==> src/common/mem_map_pkg.sv <==
package mem_map_pkg;

	// bus and bank geometry
	localparam int addr_w     = 16;
	localparam int data_w     = 8;
	localparam int vram_aw    = 13;
	localparam int wram_aw    = 12;
	localparam int hram_aw    = 7;
	localparam int hram_depth = 127;	// FF80 to FFFE as FFFF is IE
	localparam int wram_banks = 8;

	// address windows
	typedef enum logic [3:0] {
		rgn_cart,
		rgn_vram,
		rgn_ext_ram,
		rgn_wram0,
		rgn_wramx,
		rgn_echo,
		rgn_oam,
		rgn_io,
		rgn_hram,
		rgn_ie
	} region_t;

	// special registers inside the io window
	typedef enum logic [1:0] {
		io_none,
		io_if,
		io_vbk,
		io_svbk
	} io_reg_t;

	localparam logic [addr_w-1:0] addr_if   = 16'hff0f;
	localparam logic [addr_w-1:0] addr_vbk  = 16'hff4f;
	localparam logic [addr_w-1:0] addr_svbk = 16'hff70;
	localparam logic [addr_w-1:0] addr_ie   = 16'hffff;

	localparam logic [data_w-1:0] if_reset = 8'h01;	// v-blank pending out of reset
	localparam logic [data_w-1:0] open_bus = 8'hff;
	localparam int num_int = 5;

endpackage

==> src/verilog/int_ctrl.sv <==
`timescale 1ns/1ns

module int_ctrl (
	input  logic                             core_clk,
	input  logic                             reset_n,
	input  mem_map_pkg::io_reg_t             io_sel,
	input  mem_map_pkg::region_t             region,
	input  logic                             bus_write,
	input  logic [mem_map_pkg::data_w-1:0]   data_in,
	input  logic                             ime,
	input  logic                             clear_interrupt,
	input  logic                             v_blank_int_req,
	input  logic                             lcd_stat_int_req,
	input  logic                             timer_int_req,
	input  logic                             serial_int_req,
	input  logic                             joypad_int_req,
	output logic [mem_map_pkg::data_w-1:0]   if_q,
	output logic [mem_map_pkg::data_w-1:0]   ie_q,
	output logic [mem_map_pkg::num_int-1:0]  interrupts
);
	import mem_map_pkg::*;

	logic [num_int-1:0] if_r;
	logic [num_int-1:0] ie_r;
	logic [num_int-1:0] req;
	logic [num_int-1:0] lowest;

	assign req = {joypad_int_req, serial_int_req, timer_int_req,
		lcd_stat_int_req, v_blank_int_req};

	// isolate lowest set flag
	assign lowest = if_r & (~if_r + 1'b1);

	// ******************************************************************
	// IF priority is clear over cpu write over new requests
	// ******************************************************************
	always_ff @(posedge core_clk or negedge reset_n) begin
		if (!reset_n) begin
			if_r <= if_reset[num_int-1:0];
			ie_r <= '0;
		end else begin
			if (clear_interrupt) if_r <= if_r & ~lowest;
			else if (bus_write && (io_sel == io_if)) if_r <= data_in[num_int-1:0];
			else if_r <= if_r | req;

			if (bus_write && (region == rgn_ie)) ie_r <= data_in[num_int-1:0];
		end
	end

	assign if_q = {{(data_w-num_int){1'b0}}, if_r};
	assign ie_q = {{(data_w-num_int){1'b0}}, ie_r};

	assign interrupts = if_r & ie_r & {num_int{ime}};	// bit 0 is v-blank

endmodule

==> config.mk <==
export PLATFORM = sky130hd
export DESIGN_NAME = int_ctrl
export DESIGN_NICKNAME = d
export VERILOG_FILES = /design/src/common/mem_map_pkg.sv /design/src/verilog/int_ctrl.sv
export SDC_FILE = /design/constraint.sdc
export NUM_CORES = 1
export LEC_CHECK = 0
export BUFFER_PORTS_ARGS = -buffer_cell sky130_fd_sc_hd__clkbuf_2
export CAP_MARGIN = 25
export CORE_UTILIZATION = 40
export DETAILED_ROUTE_END_ITERATION = 8
export GPL_ROUTABILITY_DRIVEN = 1
export PLACE_DENSITY = 0.81
export SYNTH_ARGS = -nofsm -noshare
export SYNTH_HDL_FRONTEND = slang
export SYNTH_SLANG_ARGS = --single-unit
==> constraint.sdc <==
create_clock -name core_clk -period 2.8 [get_ports core_clk]
set_input_delay 0.28 -clock core_clk [delete_from_list [all_inputs] [get_ports core_clk]]
set_output_delay 0.28 -clock core_clk [all_outputs]
set_load 0.01 [all_outputs]
Word-level counts from Yosys, hierarchy flattened
Index checks and enable logic that the tools add are counted.

word-level totals
  register bits = 10
  bits of input ports = 24
  output and inout port bits = 21

operators by class
  add/subtract/negate cells = 1
  equal/unequal tests = 2
  mux-type cells = 2
  bitwise gates (word level) = 7
  reductions and logical operators = 2

operators with widths
  kind                                                             number
  5-bit bitwise AND                                                4
  5-bit two-way mux                                                2
  5-bit inverter                                                   2
  5-bit by 1-bit adder with 5-bit output, second input constant    1
  5-bit bitwise OR                                                 1
  4-bit == test, second input constant                             1
  2-bit by 1-bit == test with 1-bit output, second input constant  1
  1-bit logical AND                                                2

Logic depth before layout (Yosys ltp)
  depth in word-level cells = 6
  gate-level depth with buffers = 3
  gate-level depth less buffers = 3

Worst setup path after synthesis
Ideal clock, no wire load.

  path kind = reg2reg
  start = register if_r[1]
  end = register if_r[4]
  arrival time = 1.010 ns
  data required time = 2.660 ns
  path slack = 1.650 ns
  stages on the path, launching flop included = 4
  buffers on the path = 0
  period minus slack after synthesis = 1.150 ns
  cell sequence = dfrtp_1 -> or2_2 -> o31ai_1 -> a221oi_1

on the way
  word-level cells in the longest chain between the ends = 6

RTL lines
  element                                 RTL line        source
  start, declared                         int_ctrl.sv:23  logic [num_int-1:0] if_r;
  start signal, assigned                  int_ctrl.sv:39  if_r <= if_reset[num_int-1:0];
  start signal, assigned                  int_ctrl.sv:42  if (clear_interrupt) if_r <= if_r & ~lowest;
  start signal, assigned                  int_ctrl.sv:43  else if (bus_write && (io_sel == io_if)) if_r <= data_in[num_int-1:0];
  5-bit inverter                          int_ctrl.sv:32  assign lowest = if_r & (~if_r + 1'b1);
  5-bit by 1-bit adder with 5-bit output  int_ctrl.sv:32
  5-bit bitwise AND                       int_ctrl.sv:32
  5-bit inverter                          int_ctrl.sv:42
  5-bit bitwise AND                       int_ctrl.sv:42
  5-bit two-way mux                       int_ctrl.sv:42

Every way passes these cells.
A chain may end at the register's enable or synchronous reset.

Final worst setup path
  start = register if_r[0]
  end = output port interrupts[0] in the netlist's numbering

on the way
  word-level cells in the longest chain between the ends = 2

RTL lines
  element                         RTL line        source
  5-bit bitwise AND (2 in a row)  int_ctrl.sv:53  assign interrupts = if_r & ie_r & {num_int{ime}};
  end, declared                   int_ctrl.sv:19  output logic [mem_map_pkg::num_int-1:0] interrupts

Every way passes these cells.

==> reports/qor.txt <==
CTS Sinks = 10
Post-CTS setup repair buffer count = 0
1st-iter DRT viols = 7
Final Slew Violations = 0
Routed len/inst = 12.3 um
Placed cell areas = 737 sq um
Detailed-route via count = 539
# IOs = 45
Via/cell ratio = 5.08
Most frequent cells in the layout = 35 x clkbuf_2, 9 x dfrtp_1, 6 x nor3_1, 6 x nor2_1, 6 x conb_1
Total congestion overflow = 0
Num rows = 13
IO Port Bufs = 35
Internal power = 0.303 mW
Final Instance Area = 773 sq um
Post-Syn Area per Cell = 10.8 sq um
Die area = 0.00159 sq mm
Switching Power = 0.138 mW
Pin count of the biggest net entering global routing = 11
Unrepaired setup endpoints after global routing = no
Commonest non-fill, non-tap cell in the layout = clkbuf_2
Max-cap viol count = 0
Worst EP arrival = 1.12 ns
Clk buf depth = 2
Final wirelength = 1.30 mm
First-pass GRT wire length = 1.72 mm
Die Ht = 39.9 um
Crit end category = output pin
Total track usage = 17.2%
Layout cells sized above 1 = 52.7%
Critical Path Max Stage Delay = 0.57 ns
Synth Register Bits = 10
Pre-antenna DRT Iters = 3
Post-cts resize count = 0
Comb pwr share = 30.6%
Routability cong. = 0.674
Num CTS Buffers = 3
Crit path launch type = flop
Fmax = 715 MHz
HP Class = primary input to flop
Clk network pwr share = 23.6%
Status = completed
Switch share = 31.3%
Layout Utilization = 58.7%
Post-route ant nets = 0
Pwr/cell area = 571 mW/mm^2
Minimum clock period = 1.40 ns
Ys Warns = 0
Fin. Hold Viols = 0
Fillcell total = 111
ANT cells = 0
Cells after Synth = 53
Initial antenna violation count = 0
Critical path required time = 2.52 ns
DIE WIDTH = 39.9 um
Synthesized area = 573 sq um
Starting density of the core = 43.5%
Root buf cell = clkbuf_4
Worst-path fanout max = 6
Max VDD drop = 0.252 mV
Seq pwr share = 45.8%
CTS H-tree depth = 1
Clock Skew = 0.00535 ns
Final Setup Violations = 0
Hpwl dp = 1.01 mm
Synth unique cells = 19
CTS tree = yes
Final worst path period share = 49.9%
Final net count = 116
Placeable Area = 0.00132 sq mm
Clock Latency Late Sink = 0.26 ns
CP max-delay cell = dfstp_2
Leakage Power = 0.440 nW
Worst path cell trace = and3_1 > clkbuf_2
Post-route DRC = 0
Crit Path Class = flop to output pin
Area Overhead vs Synth = 34.9%
Vias in the first global route = 397
Worst-path clk slew = 0.06 ns
Setup Total Neg Slack = 0 ns
Seq/Total Area, Yosys = 43.9%
==> routing by layer <==
layer / up-vias / routed length (um) / GRT usage (%)
met1: 251 / 571 / 21.2
met2: 30 / 623 / 27.0
met5: - / 0 / 0
met4: 0 / 8 / 7.76
met3: 2 / 96 / 5.11
li1: 256 / - / -
==> flip-flops by register name, indices dropped and copies added, names as in the netlist <==
name  flops
if_r      5
ie_r      5
==> cells by family (layout without fill, tap and decap cells) <==
| family | count (synthesis) | in the layout | share of synthesized area [%] |
|---|---|---|---|
| AND/OR/NAND/NOR | 22 | 22 | 22.9 |
| other | 1 | 6 | 0.654 |
| AO/OA/AOI/OAI | 8 | 8 | 10.9 |
| multiplexers | 5 | 5 | 13.1 |
| flip-flops | 10 | 10 | 43.9 |
| buffers and inverters | 7 | 40 | 8.51 |
==> synth_stat cells (all sizes together) <==
library cell	instances	share of area (%)
or2	1	1.1
a21boi	2	2.6
nor2	6	3.9
a221oi	1	1.5
clkbuf	1	0.65
a22o	1	1.5
dfstp	1	4.6
buf	6	7.9
and4bb	1	2.2
dfrtp	9	39
nand2	1	2.0
nand3b	1	2.0
a211oi	3	3.9
mux2	5	13
conb	1	0.65
and3	5	5.5
nor2b	1	1.1
o31ai	1	1.3
nor3	6	5.2
==> timing repair <==
action                                  4_1_cts  5_1_grt
hold endpoints to repair                      9        0
endpoints found under the setup margin        0        0
hold buffers                                  1        0
==> critical path: cells and delay by family, from the launching register on <==
kind / cells / cell delay [ns]
flops: 1 / 0.57
simple gates: 1 / 0.16
buf+inv: 1 / 0.13
==> through the flow <==
| stage | std cells | hold slack [ns] | power, mW | setup WS (ns) |
|---|---|---|---|---|
| floorplan | 58 | -0.0156 | 0.281 | 1.65 |
| global placement | 101 | 0.153 | 0.334 | 1.61 |
| detailed placement | 101 | 0.165 | 0.341 | 1.59 |
| CTS | 106 | 0.239 | 0.447 | 1.40 |
| global route | 106 | 0.246 | 0.473 | 1.37 |
| finish | 106 | 0.249 | 0.441 | 1.40 |
==> power by group through the flow <==
stage	sequential (mW)	combinational, mW	clock [mW]
after detailed placement	0.205	0.136	0
final	0.202	0.135	0.104
after CTS	0.202	0.137	0.108
after global routing	0.208	0.149	0.116
after floorplan	0.213	0.0686	0
after global placement	0.202	0.132	0
==> area by class of cell <==
type | instances | area [sq um] | area share (%)
multi-input cells | 41 | 292 | 37.7
flip-flops and latches | 10 | 251 | 32.5
repair buffers | 36 | 185 | 23.9
well taps | 15 | 18.8 | 2.43
clock buffers | 4 | 26.3 | 3.40
==> path summary, 6_finish.rpt <==
| kind | startpoint | end | slack, ns | cells past startpoint |
|---|---|---|---|---|
| worst max register to register | if_r[1] | if_r[4] | 1.59 | 3 |
| max in group asynchronous | reset_n | if_r[0] | 2.12 | 2 |
| worst min-delay path | v_blank_int_req | if_r[0] | 0.25 | 3 |
| worst max-delay path | if_r[0] | interrupts[0] | 1.40 | 2 |
| worst min register to register | ie_r[0] | ie_r[0] | 0.54 | 1 |
| min in group asynchronous | reset_n | ie_r[1] | 0.41 | 2 |
No activity file was read; power rests on OpenSTA's default activity.
