===== src/common/mem_map_pkg.sv =====
package mem_map_pkg;

	// bus and bank geometry
	localparam int addr_w     = 16;
	localparam int data_w     = 8;
	localparam int vram_aw    = 13;
	localparam int wram_aw    = 12;
	localparam int hram_aw    = 7;
	localparam int hram_depth = 127;	// FF80 to FFFE as FFFF is IE
	localparam int wram_banks = 8;

	// address windows
	typedef enum logic [3:0] {
		rgn_cart,
		rgn_vram,
		rgn_ext_ram,
		rgn_wram0,
		rgn_wramx,
		rgn_echo,
		rgn_oam,
		rgn_io,
		rgn_hram,
		rgn_ie
	} region_t;

	// special registers inside the io window
	typedef enum logic [1:0] {
		io_none,
		io_if,
		io_vbk,
		io_svbk
	} io_reg_t;

	localparam logic [addr_w-1:0] addr_if   = 16'hff0f;
	localparam logic [addr_w-1:0] addr_vbk  = 16'hff4f;
	localparam logic [addr_w-1:0] addr_svbk = 16'hff70;
	localparam logic [addr_w-1:0] addr_ie   = 16'hffff;

	localparam logic [data_w-1:0] if_reset = 8'h01;	// v-blank pending out of reset
	localparam logic [data_w-1:0] open_bus = 8'hff;
	localparam int num_int = 5;

endpackage


===== src/verilog/addr_decode.sv =====
`timescale 1ns/1ns

module addr_decode (
	input  logic [mem_map_pkg::addr_w-1:0]   address_bus_in,
	input  logic                             addr_bus_we,
	input  logic                             mem_we,
	output mem_map_pkg::region_t             region,
	output mem_map_pkg::io_reg_t             io_sel,
	output logic [15:0]                      address_bus_offset,
	output logic                             bus_write
);
	import mem_map_pkg::*;

	// window classification and cartridge offset
	always_comb begin
		region = rgn_cart;
		address_bus_offset = address_bus_in;	// 0000-3FFF passes through
		case (address_bus_in[15:12])
			4'h4, 4'h5, 4'h6, 4'h7: begin
				address_bus_offset = address_bus_in - 16'h4000;
			end
			4'h8, 4'h9: begin
				region = rgn_vram;
				address_bus_offset = address_bus_in - 16'h8000;
			end
			4'ha, 4'hb: begin
				region = rgn_ext_ram;
				address_bus_offset = address_bus_in - 16'ha000;
			end
			4'hc: begin
				region = rgn_wram0;
				address_bus_offset = address_bus_in - 16'hc000;
			end
			4'hd: begin
				region = rgn_wramx;
				address_bus_offset = address_bus_in - 16'hd000;
			end
			4'he, 4'hf: begin
				if (address_bus_in < 16'hfe00) begin
					region = rgn_echo;
					address_bus_offset = address_bus_in - 16'h2000;
				end else if (address_bus_in < 16'hfea0) begin
					region = rgn_oam;
					address_bus_offset = address_bus_in - 16'hfe00;
				end else if (address_bus_in < 16'hff00) begin
					region = rgn_oam;	// unusable gap reads like oam
					address_bus_offset = address_bus_in - 16'hfea0;
				end else if (address_bus_in < 16'hff80) begin
					region = rgn_io;
				end else if (address_bus_in != addr_ie) begin
					region = rgn_hram;
					address_bus_offset = address_bus_in - 16'hff80;
				end else begin
					region = rgn_ie;
					address_bus_offset = '0;
				end
			end
			default: ;
		endcase
	end

	always_comb begin
		io_sel = io_none;
		if (region == rgn_io) begin
			if (address_bus_in == addr_if) io_sel = io_if;
			else if (address_bus_in == addr_vbk) io_sel = io_vbk;
			else if (address_bus_in == addr_svbk) io_sel = io_svbk;
		end
	end

	assign bus_write = addr_bus_we && mem_we;

endmodule


===== config.mk =====
export PLATFORM = sky130hd
export DESIGN_NAME = addr_decode
export DESIGN_NICKNAME = d
export VERILOG_FILES = /design/src/common/mem_map_pkg.sv /design/src/verilog/addr_decode.sv
export SDC_FILE = /design/constraint.sdc
export NUM_CORES = 1
export LEC_CHECK = 0
export BUFFER_PORTS_ARGS = -buffer_cell sky130_fd_sc_hd__buf_2
export CAP_MARGIN = 20
export CORE_ASPECT_RATIO = 1.4
export CORE_MARGIN = 2
export CORE_UTILIZATION = 35
export DETAILED_ROUTE_END_ITERATION = 8
export SYNTH_ARGS = -nofsm -noshare
export SYNTH_HDL_FRONTEND = slang
export SYNTH_SLANG_ARGS = --single-unit

===== constraint.sdc =====
create_clock -name vclk -period 2.6
set_input_delay 0.13 -clock vclk [all_inputs]
set_output_delay 0.13 -clock vclk [all_outputs]
set_load 0.01 [all_outputs]

==> Word level (Yosys, flattened, before mapping) <==
Index checks and enable logic that the tools add are counted.
{ "op_classes": {"addsub": 9, "mul": 0, "div": 0, "magnitude_cmp": 4, "n_eq_ne": 17, "shifts": 0, "muxes": 16, "n_bitwise": 0, "n_reduce_logical": 5} }
{ "ops": {"columns": ["cell", "count"], "rows": [
  ["$sub A16 B16 Y16 const B", 7],
  ["$pmux W16 S6", 1],
  ["$mux W16", 5],
  ["$lt A16 B16 Y1 const B", 4],
  ["$eq A16 B16 Y1 const B", 3],
  ["$eq A4 B4 Y1 const B", 8],
  ["$eq A4 B3 Y1 const B", 5],
  ["$pmux W4 S5", 1],
  ["$mux W4", 4],
  ["$ne A16 B16 Y1 const B", 1],
  ["$sub A16 B14 Y16 const B", 1],
  ["$sub A16 B15 Y16 const B", 1],
  ["$mux W2", 4],
  ["$reduce_or A2 Y1", 3],
  ["$reduce_or A4 Y1", 1],
  ["$logic_and A1 B1 Y1", 1],
  ["$mux W1", 1]
]} }
{ "totals": {"reg_bits": 0, "latchBits": 0, "ram_bits": 0, "mem_bits_ro": 0, "output_inout_bits": 23, "memories": 0} }

==> Logic depth before layout (Yosys ltp) <==
Gate-level depths: netlist of run 1.
{ "depth": {"depth_word": 9, "depth_mapped": 8} }

==> Worst setup path before layout of run 1 <==
Ideal clock, no wire load.
{ "synth_path": {"kind": "input-to-output", "startpoint": "in address_bus_in[12] in the netlist's numbering", "endpoint": "out address_bus_offset[12]", "arrival_ns": 1.461, "required_time_ns": 2.470, "path_slack_ns": 1.009, "stages": 7, "path_buffers": 1, "path_cell_list": "ha_1 > nand4_2 > or2_0 > buf_6 > a211oi_4 > nand3_1 > a41oi_1"} }
{ "synth_via": {"elab_chain_cells": 7, "word_cells_on_any_way": 36, "classes_between": "add/sub (9); order compare (4); eq/ne (13); mux (6); reduce/logical (4)"} }
{ "synth_lines": {"columns": ["item", "line_no", "source"], "rows": [
  ["from (decl)", "addr_decode.sv:4", "input logic [mem_map_pkg::addr_w-1:0] address_bus_in,"],
  ["$sub A16 B16 Y16 or $ne A16 B16 Y1 (tied branches)", "addr_decode.sv:52, addr_decode.sv:50", null],
  ["$mux W16", "addr_decode.sv:50", "end else if (address_bus_in != addr_ie) begin"],
  ["$mux W16", "addr_decode.sv:48", "end else if (address_bus_in < 16'hff80) begin"],
  ["$mux W16", "addr_decode.sv:45", "end else if (address_bus_in < 16'hff00) begin"],
  ["$mux W16", "addr_decode.sv:42", "end else if (address_bus_in < 16'hfea0) begin"],
  ["$mux W16", "addr_decode.sv:39", "if (address_bus_in < 16'hfe00) begin"],
  ["$pmux W16 S6 (*)", "addr_decode.sv:18", "case (address_bus_in[15:12])"],
  ["to (decl)", "addr_decode.sv:9", "output logic [15:0] address_bus_offset,"]
]} }
Mark *: on every way between the ends. The rest lies on a longest branch, timed or not.

==> Worst setup path after layout of run 1 <==
{ "layout_path": {"startpoint": "in address_bus_in[13] in the netlist's numbering", "endpoint": "out address_bus_offset[12]"} }
{ "layout_via": {"elab_chain_cells": 7, "word_cells_on_any_way": 27, "classes_between": "order compare (4); eq/ne (13); mux (6); reduce/logical (4)"} }
{ "layout_lines": {"columns": ["item", "line_no"], "rows": [
  ["parallel branches: the longest is 6 deep, another holds $lt A16 B16 Y1", null],
  ["$pmux W16 S6 (*)", "addr_decode.sv:18"]
]} }
Every way passes the cells marked *.

==> results of run 1 <==
area by class of cell:
type / instances / area (sq um) / share of cell area, %
well taps: 34 / 42.5 / 3.74
inverters: 9 / 33.8 / 2.97
multi-input cells: 131 / 848 / 74.6
repair buffers: 42 / 213 / 18.7
path summary, 6_finish.rpt:
check  cells past startpoint  slack, ns                from                     end
max                        8       0.51  address_bus_in[13]  address_bus_offset[12]
min                        3       0.54              mem_we               bus_write
layer usage:
layer	vias up	GRT usage [%]	part of all wire (%)
li1	613	-	-
met1	557	27.4	41
met4	0	3.47	2.0
met3	6	0.282	3.3
met5	-	0	0
met2	37	37.3	53
metrics by stage:
step                      power [mW]  instance area, sq um  hold WS, ns  cells  worst slack (ns)
after floorplan               0.0878                   912        0.369    145              1.01
after CTS                      0.149                  1140        0.545    216             0.515
final                          0.150                  1140        0.544    216             0.511
after global placement         0.147                  1140        0.545    216             0.568
after detailed placement       0.149                  1140        0.545    216             0.526
after global routing           0.167                  1140        0.552    216             0.327
synth_stat cells (2+ instances only):
cell,count
a41oi_1,2
clkbuf_2,2
nor2_1,18
nand3_1,4
or2_2,2
o32ai_1,3
nand2_1,15
nand4_1,6
o31ai_1,2
a21o_1,2
a31oi_1,2
and3_1,2
a21oi_1,10
ha_1,12
and2_1,8
nor3_1,5
a211oi_1,4
o21ai_0,12
nor4_1,2
nor2b_1,4
inv_1,9
cells in the final DEF (no fill, tap or decap), drive strengths merged, types with 3 or more instances in the layout:
master / instances
a211oi: 5
a21oi: 10
and2: 8
and3: 3
buf: 42
ha: 12
inv: 9
nand2: 16
nand3: 4
nand4: 7
nor2: 19
nor2b: 4
nor3: 5
o21ai: 12
o32ai: 3
or2: 3
power by group through the flow:
stage                     sequential (mW)  clock (mW)  combinational [mW]
after CTS                               0           0               0.149
after global placement                  0           0               0.147
after detailed placement                0           0               0.149
after global routing                    0           0               0.167
after floorplan                         0           0              0.0878
final                                   0           0               0.150
logic make-up after synthesis:
logic type	share of synthesized area [%]
adders and majority gates	16.5
and+or+nand+nor	41.0
AOI/OAI and AO/OA	35.5
buffers and inverters	6.99
==> impl_metrics.yaml, run 1 <==
die:
  die_w_um: 47.1
  die_height_um: 64.4
  dieArea_sq_mm: 0.00304
  ios: 41
  coreArea_sq_mm: 0.00244
  initial_core_util_pct: 37.3
  fp-row-count: 21
worst_setup_path:
  cp_top_family: "simple AND/OR/NAND/NOR gates"
  crit_chain: "buf_2 > ha_1 > nand4_2 > or2_0 > a211oi_4 > nand3_1 > a41oi_1 > buf_2"
  crit_type: "in -> out"
  end_kind: "output port"
  cpPeakStageDelay_ns: 0.42
  required_ns: 2.47
  crit_fanout: 8
  cp_common_cell: "buf_2"
  cp_slowest_cell: "or2_0"
  arrival_ns: 1.96
  crit_buf_inv: 2
  cp-start-kind: "primary input"
detailed_routing:
  drc_errors: 0
  vias_per_cell: 5.62
  vias: 1213
  wl_um: 2990
  drt_iter0_markers: 23
  drt.antenna.violating_nets: 0
  dr.pass1.iters: 4
  wire_per_inst_um: 13.9
pwr:
  vdd_drop_max_uv: 52.2
  pwr-share-comb_pct: 100.0
  p_switching_mw: 0.0926
  power_density_mw_per_mm2: 132
  power.internal_mw: 0.0575
  swShare_pct: 61.7
  p_leak_nw: 0.542
  seq_power_share_pct: 0
  clkPwrFrac_pct: 0
synthesis:
  synth_top_area_share_pct: 16.5
  synth_cell_type_count: 40
  synth_top_cell_by_area: "ha_1"
  synth_area_leaders: "ha_1 16%, nor2_1 7.4%, o21ai_0 6.6%, nand2_1 6.2%, a21oi_1 5.5%"
  syn_nets: 175
  yosysWarnings: 0
  syn_area_sq_um: 912
  syn_inst: 145
  yosysSeqAreaShare_pct: 0
  syn_avg_cell_area_sq_um: 6.29
sta:
  slew_violations: 0
  period_share_pct: 80.3
  min_period_ns: 2.09
  slew-limit-headroom_pct: 66.5
  setup_viol: 0
  timing.final.hold_violations: 0
  fin_setup_tns_ns: 0
  fmax_ghz: 0.479
  worstMarginPinSlew_ns: 0.502
  rsz0062_at_grt: "false"
placed_design:
  port-buffer-count: 41
  hpwlAfterDp_um: 2480
  routabilityCongestion: 0.949
min_path:
  min_path_type: "in -> out"
finish:
  diodes: 0
  num-fill-cells: 270
  design.seq.count: 0
  clkbuf_count: 0
  drive_gt1_share_pct: 28.0
  ff_latch_area_sq_um: 0
  fin_util_pct: 46.5
  finalNetCount: 214
  area_growth_pct: 24.7
run_status:
  status: "finished, final reports clean"
global_routing:
  grt_pass1_wl_um: 5000
  antenna_found_initial: 0
  grt_pass1_vias: 1105
  overflow: 0
  grt_max_degree: 12
  grtUsageTotal_pct: 21.0
clock_network:
  cts_repair_resize_count: 0
  cts_setup_buffers: 0
  ctsHoldBuffers: 0
job:
  maxCapViolCount: 0
No activity file was read; power rests on OpenSTA's default activity.
==> run 2: changes to the inputs <==
- clock period: 2.6 -> 1.7 ns (I/O delays scaled with it)
==> run 2 against run 1 <==
Routed wire length rose by 11%. Die area did not move. Critical path depth rose by 2. Global-route usage rose by 1.2 points. Combinational power rose by 82%. Critical endpoint is now address_bus_offset[13]. Non-clock buffer count rose by 22. Via count rose by 8.3%. Worst setup slack got worse by 0.45 ns. Sequential cell count did not move. Final cell count rose by 10%. Utilization rose by 8.0 points.
==> impl_metrics.yaml, run 2 (synthesis results as in run 1) <==
run_status:
  status: "finished, final reports clean"
global_routing:
  grtUsageTotal_pct: 22.2
  grt_pass1_vias: 1191
  grt_max_degree: 11
  overflow: 0
  grt_pass1_wl_um: 5290
  antenna_found_initial: 0
job:
  maxCapViolCount: 0
sta:
  period_share_pct: 96.2
  fmax_ghz: 0.612
  slew-limit-headroom_pct: 76.1
  slew_violations: 0
  fin_setup_tns_ns: 0
  timing.final.hold_violations: 0
  rsz0062_at_grt: "true"
  final.setup.worst_slack_ns: 0.0649
  setup_viol: 0
  worstMarginPinSlew_ns: 0.349
  min_period_ns: 1.64
finish:
  ff_latch_area_sq_um: 0
  clkbuf_count: 0
  num-fill-cells: 279
  drive_gt1_share_pct: 40.2
  area_growth_pct: 46.1
  fin_area_sq_mm: 0.00133
  finalNetCount: 236
  diodes: 0
  final_cell_mix: "41 x buf_2, 23 x buf_4, 15 x nor2_1, 14 x nand2_1"
  final_common_cell: "buf_2"
  design.seq.count: 0
min_path:
  min_delay_path_depth: 3
  min_path_type: "in -> out"
pwr:
  p_leak_nw: 0.650
  power_density_mw_per_mm2: 205
  vdd_drop_max_uv: 92.7
placed_design:
  port-buffer-count: 41
  preCtsSetupSlack_ns: 0.0159
  routabilityCongestion: 0.911
  hpwlAfterDp_um: 2730
  placed_area_sq_mm: 0.00130
worst_setup_path:
  cp_num_cells: 10
  cp-start-kind: "primary input"
  required_ns: 1.62
  cpPeakStageDelay_ns: 0.23
  cp_top_family: "compound AO/OA/AOI/OAI gates"
  arrival_ns: 1.55
  crit_type: "in -> out"
  end_kind: "output port"
  crit_chain: "buf_2 > buf_4 > inv_1 > ha_1 > or2_4 > nor2_1 > o31ai_1 > o311ai_1 > a211o_1 > buf_2"
  crit_buf_inv: 4
  cp_common_cell: "buf_2"
  crit_fanout: 5
  cp_slowest_cell: "a211o_1"
detailed_routing:
  wire_per_inst_um: 14.0
  vias_per_cell: 5.52
  vias: 1314
  wl_um: 3330
  drc_errors: 0
  dr.pass1.iters: 4
  drt.antenna.violating_nets: 0
  drt_iter0_markers: 32
die:
  fp-row-count: 21
  ios: 41
  die_w_um: 47.1
  die_height_um: 64.4
  dieArea_sq_mm: 0.00304
  initial_core_util_pct: 37.3
  coreArea_sq_mm: 0.00244
clock_network:
  cts_setup_buffers: 0
-- run 2: cell type report --
type	count	area, sq um	share of cell area, %
inverter	9	33.8	2.54
multi-input combinational	131	878	65.9
tap	34	42.5	3.19
timing repair buffer	64	378	28.4
-- run 2: timing repair --
item,CTS,global route
hold buffers,0,0
endpoints found under the setup margin,0,19
gates resized for setup,0,14
-- run 2: where the power goes --
group          internal (mW)  switching [mW]
clock network              0               0
registers                  0               0
logic                  0.120           0.153
total                  0.120           0.153
-- run 2: path summary, 6_finish.rpt --
kind,from,slack [ns],to
max,address_bus_in[12],0.06,address_bus_offset[13]
min,mem_we,0.45,bus_write
-- run 2: layer usage --
layer / up-vias / global-route usage, % / routed length (um)
met5: - / 0 / 0
met4: 0 / 1.74 / 31
met3: 3 / 1.13 / 126
met2: 40 / 42.0 / 1840
met1: 615 / 26.9 / 1330
li1: 656 / - / -
-- run 2: through the flow --
stage	power (mW)	instances	hold WS [ns]	utilization [%]
finish	0.273	238	0.453	54.5
global route	0.303	238	0.465	54.5
CTS	0.264	238	0.455	53.3
detailed placement	0.262	238	0.455	53.3
global placement	0.257	238	0.455	53.3
floorplan	0.134	145	0.279	-
