$ cat src/common/mem_map_pkg.sv
package mem_map_pkg;

	// bus and bank geometry
	localparam int addr_w     = 16;
	localparam int data_w     = 8;
	localparam int vram_aw    = 13;
	localparam int wram_aw    = 12;
	localparam int hram_aw    = 7;
	localparam int hram_depth = 127;	// FF80 to FFFE as FFFF is IE
	localparam int wram_banks = 8;

	// address windows
	typedef enum logic [3:0] {
		rgn_cart,
		rgn_vram,
		rgn_ext_ram,
		rgn_wram0,
		rgn_wramx,
		rgn_echo,
		rgn_oam,
		rgn_io,
		rgn_hram,
		rgn_ie
	} region_t;

	// special registers inside the io window
	typedef enum logic [1:0] {
		io_none,
		io_if,
		io_vbk,
		io_svbk
	} io_reg_t;

	localparam logic [addr_w-1:0] addr_if   = 16'hff0f;
	localparam logic [addr_w-1:0] addr_vbk  = 16'hff4f;
	localparam logic [addr_w-1:0] addr_svbk = 16'hff70;
	localparam logic [addr_w-1:0] addr_ie   = 16'hffff;

	localparam logic [data_w-1:0] if_reset = 8'h01;	// v-blank pending out of reset
	localparam logic [data_w-1:0] open_bus = 8'hff;
	localparam int num_int = 5;

endpackage

$ cat src/verilog/read_mux.sv
`timescale 1ns/1ns

module read_mux (
	input  logic                             core_clk,
	input  logic                             reset_n,
	input  logic                             addr_bus_we,
	input  mem_map_pkg::region_t             region,
	input  mem_map_pkg::io_reg_t             io_sel,
	input  logic [mem_map_pkg::data_w-1:0]   data_bus_in_ext,
	input  logic [mem_map_pkg::data_w-1:0]   vram_q,
	input  logic [mem_map_pkg::data_w-1:0]   wram0_q,
	input  logic [mem_map_pkg::data_w-1:0]   wramx_q,
	input  logic [mem_map_pkg::data_w-1:0]   hram_q,
	input  logic [mem_map_pkg::data_w-1:0]   vbk_q,
	input  logic [mem_map_pkg::data_w-1:0]   svbk_q,
	input  logic [mem_map_pkg::data_w-1:0]   if_q,
	input  logic [mem_map_pkg::data_w-1:0]   ie_q,
	output logic [mem_map_pkg::data_w-1:0]   data_out
);
	import mem_map_pkg::*;

	region_t region_q;
	io_reg_t io_q;

	// selectors follow the address latch
	always_ff @(posedge core_clk or negedge reset_n) begin
		if (!reset_n) begin
			region_q <= rgn_cart;
			io_q <= io_none;
		end else if (addr_bus_we) begin
			region_q <= region;
			io_q <= io_sel;
		end
	end

	always_comb begin
		case (region_q)
			rgn_cart, rgn_ext_ram: data_out = data_bus_in_ext;
			rgn_vram:  data_out = vram_q;
			rgn_wram0: data_out = wram0_q;
			rgn_wramx: data_out = wramx_q;
			rgn_hram:  data_out = hram_q;
			rgn_ie:    data_out = ie_q;
			rgn_io: begin
				case (io_q)
					io_if:   data_out = if_q;
					io_vbk:  data_out = vbk_q;
					io_svbk: data_out = svbk_q;
					default: data_out = open_bus;	// unused io
				endcase
			end
			default: data_out = open_bus;	// echo and oam
		endcase
	end

endmodule

$ cat config.mk
export PLATFORM = sky130hd
export DESIGN_NAME = read_mux
export DESIGN_NICKNAME = d
export VERILOG_FILES = /design/src/common/mem_map_pkg.sv /design/src/verilog/read_mux.sv
export SDC_FILE = /design/constraint.sdc
export NUM_CORES = 1
export LEC_CHECK = 0
export ABC_AREA = 1
export BUFFER_PORTS_ARGS = -buffer_cell sky130_fd_sc_hd__clkbuf_2
export CORE_MARGIN = 2
export CORE_UTILIZATION = 41
export DETAILED_ROUTE_END_ITERATION = 6
export PLACE_DENSITY = 0.85
export SYNTH_ARGS = -nofsm -noshare
export SYNTH_HDL_FRONTEND = slang
export SYNTH_SLANG_ARGS = --single-unit
$ cat constraint.sdc
create_clock -name core_clk -period 2.2 [get_ports core_clk]
set_input_delay 0.44 -clock core_clk [delete_from_list [all_inputs] [get_ports core_clk]]
set_output_delay 0.44 -clock core_clk [all_outputs]
set_load 0.05 [all_outputs]
Word-level counts from Yosys, hierarchy flattened
Cells that the tools add are included.
{ "op_classes": {"muxes": 2, "reduce_logical": 2, "n_eq_ne": 10} }
{ "ops": {"columns": ["cell", "n"], "rows": [
  ["$pmux 8 s7", 1],
  ["$pmux 8 s3", 1],
  ["$eq 4x2->1 const B", 2],
  ["$eq 4x3->1 const B", 2],
  ["$eq 4x4->1 const B", 2],
  ["$eq 2x2->1 const B", 2],
  ["$eq 4x1->1 const B", 1],
  ["$logic_not 4->1", 1],
  ["$eq 2x1->1 const B", 1],
  ["$reduce_or 2->1", 1]
]} }
{ "word_totals": {"reg_bits": 6, "wordCells": 16, "output_inout_bits": 8, "input_bits": 81} }

Logic depth before layout (Yosys ltp)
Gate-level depths: netlist of the first run.
{ "depth": {"depth_word": 3, "depth_mapped": 7, "depth_no_buf": 7} }

Worst setup path after synthesis of the first run
OpenSTA, ideal clock, no wires.
{ "synth_path": {"kind": "register -> output", "start": "register region_q[1]", "end": "output data_out[1] (netlist name)", "path_buffers": 1, "slack_ns": 0.337, "t_required_ns": 1.760, "arrival_ns": 1.423, "path_stages_with_launch": 7, "path_cell_list": "dfrtp_1 nor2_2 buf_2 nand3_1 nand2_1 nor2_1 nand3_1"} }
{ "synth_between": {"elab_chain_cells": 3, "elab_cells_between_ends": 10, "cone_classes": "eq/ne (7); mux (1); reduce/logical (2)"} }
{ "synth_lines": {"columns": ["element", "line_no", "rtl"], "rows": [
  ["from (decl)", "read_mux.sv:22", "region_t region_q;"],
  ["from (signal assigned)", "read_mux.sv:28", "region_q <= rgn_cart;"],
  ["from (signal assigned)", "read_mux.sv:31", "region_q <= region;"],
  ["$eq 4x2->1 / $logic_not 4->1 (equally long branches)", "read_mux.sv:37", "case (region_q)"],
  ["$reduce_or 2->1", "read_mux.sv:37", null],
  ["$pmux 8 s7 *", "read_mux.sv:37", null],
  ["to (decl)", "read_mux.sv:18", "output logic [mem_map_pkg::data_w-1:0] data_out"]
]} }
Mark *: on every way between the ends. The rest lies on a longest branch, timed or not.

Final worst setup path of the first run
{ "layout_path": {"start": "register region_q[1]", "end": "output data_out[5] (netlist name)"} }
Same word-level chain as after synthesis.

==> metrics, run 1 <==
hold_buf cts=0; cell row count=18; XOR/XNOR Fraction of Synth Area=0%; WL final=3340 um; Data arrival, critical path=1.66 ns; die width=53.9 um; Leak=0.000930 uW; Seq cells post-synth=6; CTS buffer count=3; register area share after synthesis=14.7%; mean number of vias per cell=5.16; Hold WS=0.00830 ns; CTS H-tree lvls=1; maxcap violations=0; initial core utilization=between 40% and 50%; Simple-Gate Fraction of Synth Area=62.6%; share of the synthesized area in the top cell type=35.8%; CTS root buf=clkbuf_4; DRT iter0 DRCs=23; most common cell after layout, fill and taps aside=clkbuf_2; crit-path max FO=8; cell depth of the worst setup path=5; Pwr Density=449 nW/um^2; dpl hpwl=2660 um; core area=2410 um^2; fin crit share=~95%; Rel. slew slack=around three quarters; Wirelength per Cell=10.9 um; # placed instances=between 300 and 400; Crit Reg-Reg Endpoint=io_q[1]; antenna violations before repair=0; CP peak stage delay=0.40 ns; CP Class=reg2out; Longest Clk Path Bufs=2; Global Route Usage Sum=around a quarter; # setup viols final=0; Die Span Y=53.9 um; max-slew violations=0; biggest area consumer among synthesized cells=nand3_1; vias after detailed routing=1583; first-pass GRT wire length=5240 um; Tightest Pin Transition=0.373 ns; library cells used by synthesis=17; Slowest-stage cell, CP=dfrtp_2; Worst setup endpoint=data_out[5]; Cell Count, Final, Fillers Out=just over 300; DRC Markers=0; syn nets=271; final clock skew=0 ns; Post-Synth Adder-Cell Area=0%; most frequent cells in the layout=83 x clkbuf_2, 73 x nand3_1, 40 x nand2_1; mux cell area share after synthesis=1.10%; final net count=360; number of port buffers=88; Final ANT Viol Nets=0; post-synthesis compound-gate area fraction=10.8%; final hold vios=0; diode count=0; Worst path top cell family by delay=simple AND/OR/NAND/NOR gates; Critical Path Start Type=flip-flop; minimum clock period=2.10 ns; largest family of logic cells by synthesized area=simple AND/OR/NAND/NOR gates; layout cell share with drive strength beyond 1=40.8%; P&R area growth vs syn=52.0%; critical path, cell by cell=nand2_1, nor3_4, o21ai_0, nand3_1, buf_2; worst-skew pair later-pin latency=0.24 ns; status=finished clean; Clock transition at path regs=0.04 ns; R2R Setup Slk=around 1.2 ns; hold crit path type=in2async; gpl congestion=0.871; CP Capture Type=primary output; Peak VDD IR=between 0.5 and 0.6 mV; CTS tree=yes; unrepaired setup endpoints after global routing=true; number of global-route vias before repair=1363; Worst Reg-to-Reg Cells=1; Critical Path RT=1.76 ns; Syn Inst Count=190; reg2reg start=io_q[1]; Avg Synthesized Cell Area=5.37 um^2; CP bufs+invs=1; largest cells by area after synthesis=nand3_1 36%, dfrtp_1 15%, nand2_1 15%; first drt pass iteration count=5; Mapped Area=1020 um^2; CTS Sinks=6; GR Overflow Total=0; storage element area=approximately 150 um^2; multi-input combinational cell area=between 700 and 800 um^2; largest net degree at the start of global routing=26; Filler cells=between 200 and 300; synth warn=0; worst setup path startpoint=region_q[1]; DIE AREA=approximately 2900 um^2; fmax=477 MHz; num ports=89
timing repair:
| item | in CTS | in global routing |
|---|---|---|
| setup buffers | 0 | 3 |
| gates resized for setup | 2 | 12 |
| endpoints found under the setup margin | 1 | 8 |
| pin swaps | 0 | 3 |
through the flow:
stage | TNS (ns) | area (um^2) | setup WS, ns | power, uW | utilization [%]
finish | 0 | 1550 | 0.102 | 696 | 64.3
global route | -0.0430 | 1550 | -0.0407 | 752 | 64.3
CTS | 0 | 1500 | 0.00441 | 680 | 62.3
detailed placement | 0 | 1470 | 0.255 | 571 | 61.0
global placement | 0 | 1470 | 0.293 | 568 | 61.0
floorplan | 0 | 1020 | 0.337 | 433 | -
cells by family (layout without fill, tap and decap cells):
family / Yosys count / count (layout)
AND/OR/NAND/NOR: 136 / 136
buffers and inverters: 25 / 112
AO/OA/AOI/OAI: 22 / 22
flip-flops: 6 / 6
multiplexers: 1 / 1
where the power goes:
part | switching, uW | internal [uW] | total (uW) | leakage (uW)
Combinational | 288 | 160 | 448 | 0.000847
Clock | 39.5 | 61.7 | 101 | 0.0000138
Sequential | 25.1 | 122 | 147 | 0.0000691
how the worst min path moves through the flow:
stage	from	endpoint	slack (ns)	cells after the start
floorplan	reset_n	io_q[0]	0.14	0
global placement	reset_n	region_q[3]	0.27	1
detailed placement	reset_n	region_q[3]	0.27	1
CTS	reset_n	region_q[2]	0.003	1
global route	reset_n	region_q[2]	0.01	1
finish	reset_n	region_q[2]	0.008	1
cell usage after synthesis:
cell type and instances:
clkbuf_1 3, inv_2 3, nand3_1 73, buf_2 7, a21oi_1 9, mux2_2 1, o21ai_1 3, nor2_4 3
nor3_2 1, nor2_1 16, dfrtp_1 6, nand2_1 40, buf_6 1, clkinv_1 1, nor2_2 3, o21ai_0 10
inv_1 10
state kept, by name, indices dropped and copies added (netlist names):
signal    count
region_q      4
io_q          2
final cells by class:
type / instances / share of cell area (%)
inverters: 14 / 3.39
well taps: 30 / 2.42
flip-flops and latches: 6 / 9.93
multi-input cells: 159 / 49.7
clock buffers: 3 / 1.45
repair buffers: 95 / 33.1
metal layers:
layer | track usage (%) | part of all wire [%] | vias up
li1 | - | - | 821
met1 | 26.6 | 40 | 687
met2 | 47.4 | 52 | 70
met3 | 2.22 | 7.5 | 5
met4 | 7.69 | 1.1 | 0
met5 | 0 | 0 | -
(Power assumes the default switching activity.)
==> inputs of run 2 (changes only) <==
ABC_AREA = not set   (was 1)
CORE_UTILIZATION = 43   (was 41)
PLACE_DENSITY = 0.93   (was 0.85)
==> run 2 against run 1 <==
  * The run now ends with setup timing left
  * Final cell count decreased by 5.5%
  * Critical path depth unchanged
  * Non-clock buffer count increased by 32
  * Register-to-register slack got worse by 0.29 ns
  * Via count increased by 27%
  * Area after synthesis increased by 14%
  * Sequential power decreased by 6%
  * Combinational power increased by 92%
  * Largest power group unchanged
==> metrics, run 2 <==
status=finished with violations (was finished clean); failing checks=setup timing; first-pass GRT wire length=10000 um (was 5240 um); largest cells by area after synthesis=dfrtp_1 13%, a21oi_1 10%, a2111o_1 7.7% (was nand3_1 36%, dfrtp_1 15%, nand2_1 15%); number of port buffers=88 (unchanged); count leader, synth=a21oi_1 (was nand3_1); gpl congestion=0.854 (was 0.871); WL final=7330 um (was 3340 um); CTS tree=yes (unchanged); vias after detailed routing=2007 (was 1583); CP Class=reg2out (unchanged); CTS root buf=clkbuf_4 (unchanged); Wirelength per Cell=25.3 um (was 10.9 um); routing usage on met1=46.6% (was 26.6%); antenna violations before repair=0 (unchanged); initial core utilization=46.2% (was 42.3%); Internal Power=597 uW (was 344 uW); Hold WS=0.0177 ns (was 0.00830 ns); first drt pass iteration count=4 (was 5); DRC Markers=0 (unchanged); Worst Reg-to-Reg Cells=4 (was 1); # setup viols final=8 (was 0); GR Overflow Total=0 (unchanged); fmax=419 MHz (was 477 MHz); library cells used by synthesis=26 (was 17); Longest Clk Path Bufs=2 (unchanged); CP Capture Type=primary output (unchanged); max reg flops=4 (unchanged); Top reg by flops=region_q (unchanged); Cell Count, Final, Fillers Out=290 (was 307); Syn Inst Count=147 (was 190); Critical Path Start Type=flip-flop (unchanged); layout cell share with drive strength beyond 1=65.8% (was 40.8%); die width=56.1 um (was 53.9 um); crit-path max FO=8 (unchanged); final clock skew=0 ns (unchanged); # placed instances=259 (was 301); core area=2520 um^2 (was 2410 um^2); dpl hpwl=3240 um (was 2660 um); most frequent cells in the layout=80 x clkbuf_2, 25 x buf_4, 16 x a21oi_1 (was 83 x clkbuf_2, 73 x nand3_1, 40 x nand2_1); biggest area consumer among synthesized cells=dfrtp_1 (was nand3_1); worst setup margin=-0.188 ns (was 0.102 ns); Pwr Density=496 nW/um^2 (was 449 nW/um^2); clock group share of total power=9.3% (was 14.5%); CTS H-tree lvls=1 (unchanged); worst-skew pair later-pin latency=0.25 ns (was 0.24 ns); worst setup path startpoint=region_q[1] (unchanged); hold crit path type=in2async (unchanged); share of the synthesized area in the top cell type=12.9% (was 35.8%); num ports=89 (unchanged); R2R Setup Slk=0.94 ns (was 1.23 ns); Seq cells post-synth=6 (unchanged); diode count=0 (unchanged); GRT busiest layer=met2 (unchanged); met2 usage=64.7% (was 47.4%); most common cell after layout, fill and taps aside=clkbuf_2 (unchanged); CTS Sinks=6 (unchanged); register share of total power=12.5% (was 21.1%); Crit Reg-Reg Endpoint=region_q[1] (was io_q[1]); Post-DP Area=1710 um^2 (was 1470 um^2); Synth Flop Type=dfrtp_1 (unchanged); Leak=0.00107 uW (was 0.000930 uW); combinational power share=78.1% (was 64.4%); cell row count=18 (unchanged); most instantiated cells after synthesis=24 x a21oi_1, 13 x o21ai_0 (was 73 x nand3_1, 40 x nand2_1, 16 x nor2_1); hold_buf cts=0 (unchanged); Clock transition at path regs=0.05 ns (was 0.04 ns); CTS buffer count=3 (unchanged); Rel. slew slack=78.6% (was 75.1%); Avg Synthesized Cell Area=7.93 um^2 (was 5.37 um^2); minimum clock period=2.39 ns (was 2.10 ns); Global Route Usage Sum=40.5% (was 24.1%); synth warn=0 (unchanged); reg2reg start=region_q[1] (was io_q[1]); final hold vios=0 (unchanged); register area share after synthesis=12.9% (was 14.7%); maxcap violations=0 (unchanged); global routing usage on met3=11.2% (was 2.22%); Tightest Pin Transition=0.320 ns (was 0.373 ns); Peak VDD IR=0.535 mV (was 0.537 mV); DRT iter0 DRCs=188 (was 23); final net count=343 (was 360); mean number of vias per cell=6.92 (was 5.16); top flop regs=region_q: 4 flops, io_q: 2 flops (unchanged); Critical Path RT=1.76 ns (about the same); Post-synth EDFFs=0 (unchanged); P&R area growth vs syn=90.2% (was 52.0%); Final ANT Viol Nets=0 (unchanged); DIE AREA=3140 um^2 (was 2900 um^2); syn nets=228 (was 271); post-route cell area=2220 um^2 (was 1550 um^2); setup TNS=-1.17 ns (was 0 ns); FFs w/ async S/R, synth=100% (unchanged); number of global-route vias before repair=1959 (was 1363); max-slew violations=0 (unchanged); fin crit share=109% (was 95.4%); unrepaired setup endpoints after global routing=true (unchanged); largest net degree at the start of global routing=15 (was 26); Die Span Y=56.1 um (was 53.9 um); Mapped Area=1170 um^2 (was 1020 um^2); sw frac=45.8% (was 50.7%); pre-CTS setup slack=0.0536 ns (was 0.255 ns); Data arrival, critical path=1.95 ns (was 1.66 ns); Net Sw Power=504 uW (was 353 uW)
==> run 2: changes by cell type after synthesis, sizes merged, moves of 5 or more <==
cell	change
mux2	+5
nor2	-20
nor3	+7
a221oi	+8
nand2	-40
or4bb	+7
inv	-5
nand2b	+8
nand3b	+8
nand4b	+9
a2111o	+8
mux2i	+8
a21oi	+15
nand3	-73
==> run 2: metal layers <==
layer | vias to the layer above | share of wire, %
li1 | 803 | -
met1 | 909 | 35
met3 | 61 | 13
met5 | - | 0
met4 | 0 | 6.4
met2 | 234 | 45
==> run 2: cell families (layout without fill, tap and decap cells) <==
family	after synthesis	count (layout)	synth area share, %
DFF	6	6	12.9
AOI/OAI and AO/OA	56	56	30.9
and+or+nand+nor	46	46	30.8
buffers and inverters	25	138	12.8
muxes	14	14	12.7
==> run 2: power groups by stage <==
stage / Sequential [uW] / Clock [uW] / Combinational [uW]
after floorplan: 132 / 0 / 369
after global placement: 139 / 0 / 572
after detailed placement: 141 / 0 / 580
after CTS: 135 / 104 / 720
after global routing: 139 / 111 / 882
final: 138 / 103 / 860
==> run 2: how the worst max path moves through the flow <==
stage | end | cells past startpoint
floorplan | data_out[4] | 4
global placement | data_out[6] | 4
detailed placement | data_out[6] | 4
CTS | data_out[1] | 5
global route | data_out[3] | 6
finish | data_out[3] | 5
==> run 2: critical path: stages (launching register included) <==
cell and delay (ns):
dfrtp_1 0.43, buf_12 0.17, or4bb_1 0.52, a21oi_1 0.23, a2111o_1 0.19, buf_12 0.15
==> run 2: layout make-up <==
type / count / area [um^2]
tap: 30 / 37.5
sequential: 6 / 153
fill: 110 / 304
timing repair buffer: 127 / 932
clock buffer: 3 / 22.5
inverter: 8 / 30.0
multi-input combinational: 116 / 1040
==> run 2: timing repair <==
action | in CTS | in global routing
pin swaps | 17 | 12
buffers inserted | 24 | 4
cloned | 1 | 0
gates resized for setup | 41 | 37
endpoints found under the hold margin | 0 | 0
setup endpoints to repair | 8 | 8
==> run 2: per-stage QoR <==
stage / utilization (%) / power, uW
floorplan: - / 500
global route: 87.9 / 1130
finish: 87.9 / 1100
CTS: 81.0 / 958
global placement: 67.6 / 711
detailed placement: 67.6 / 722
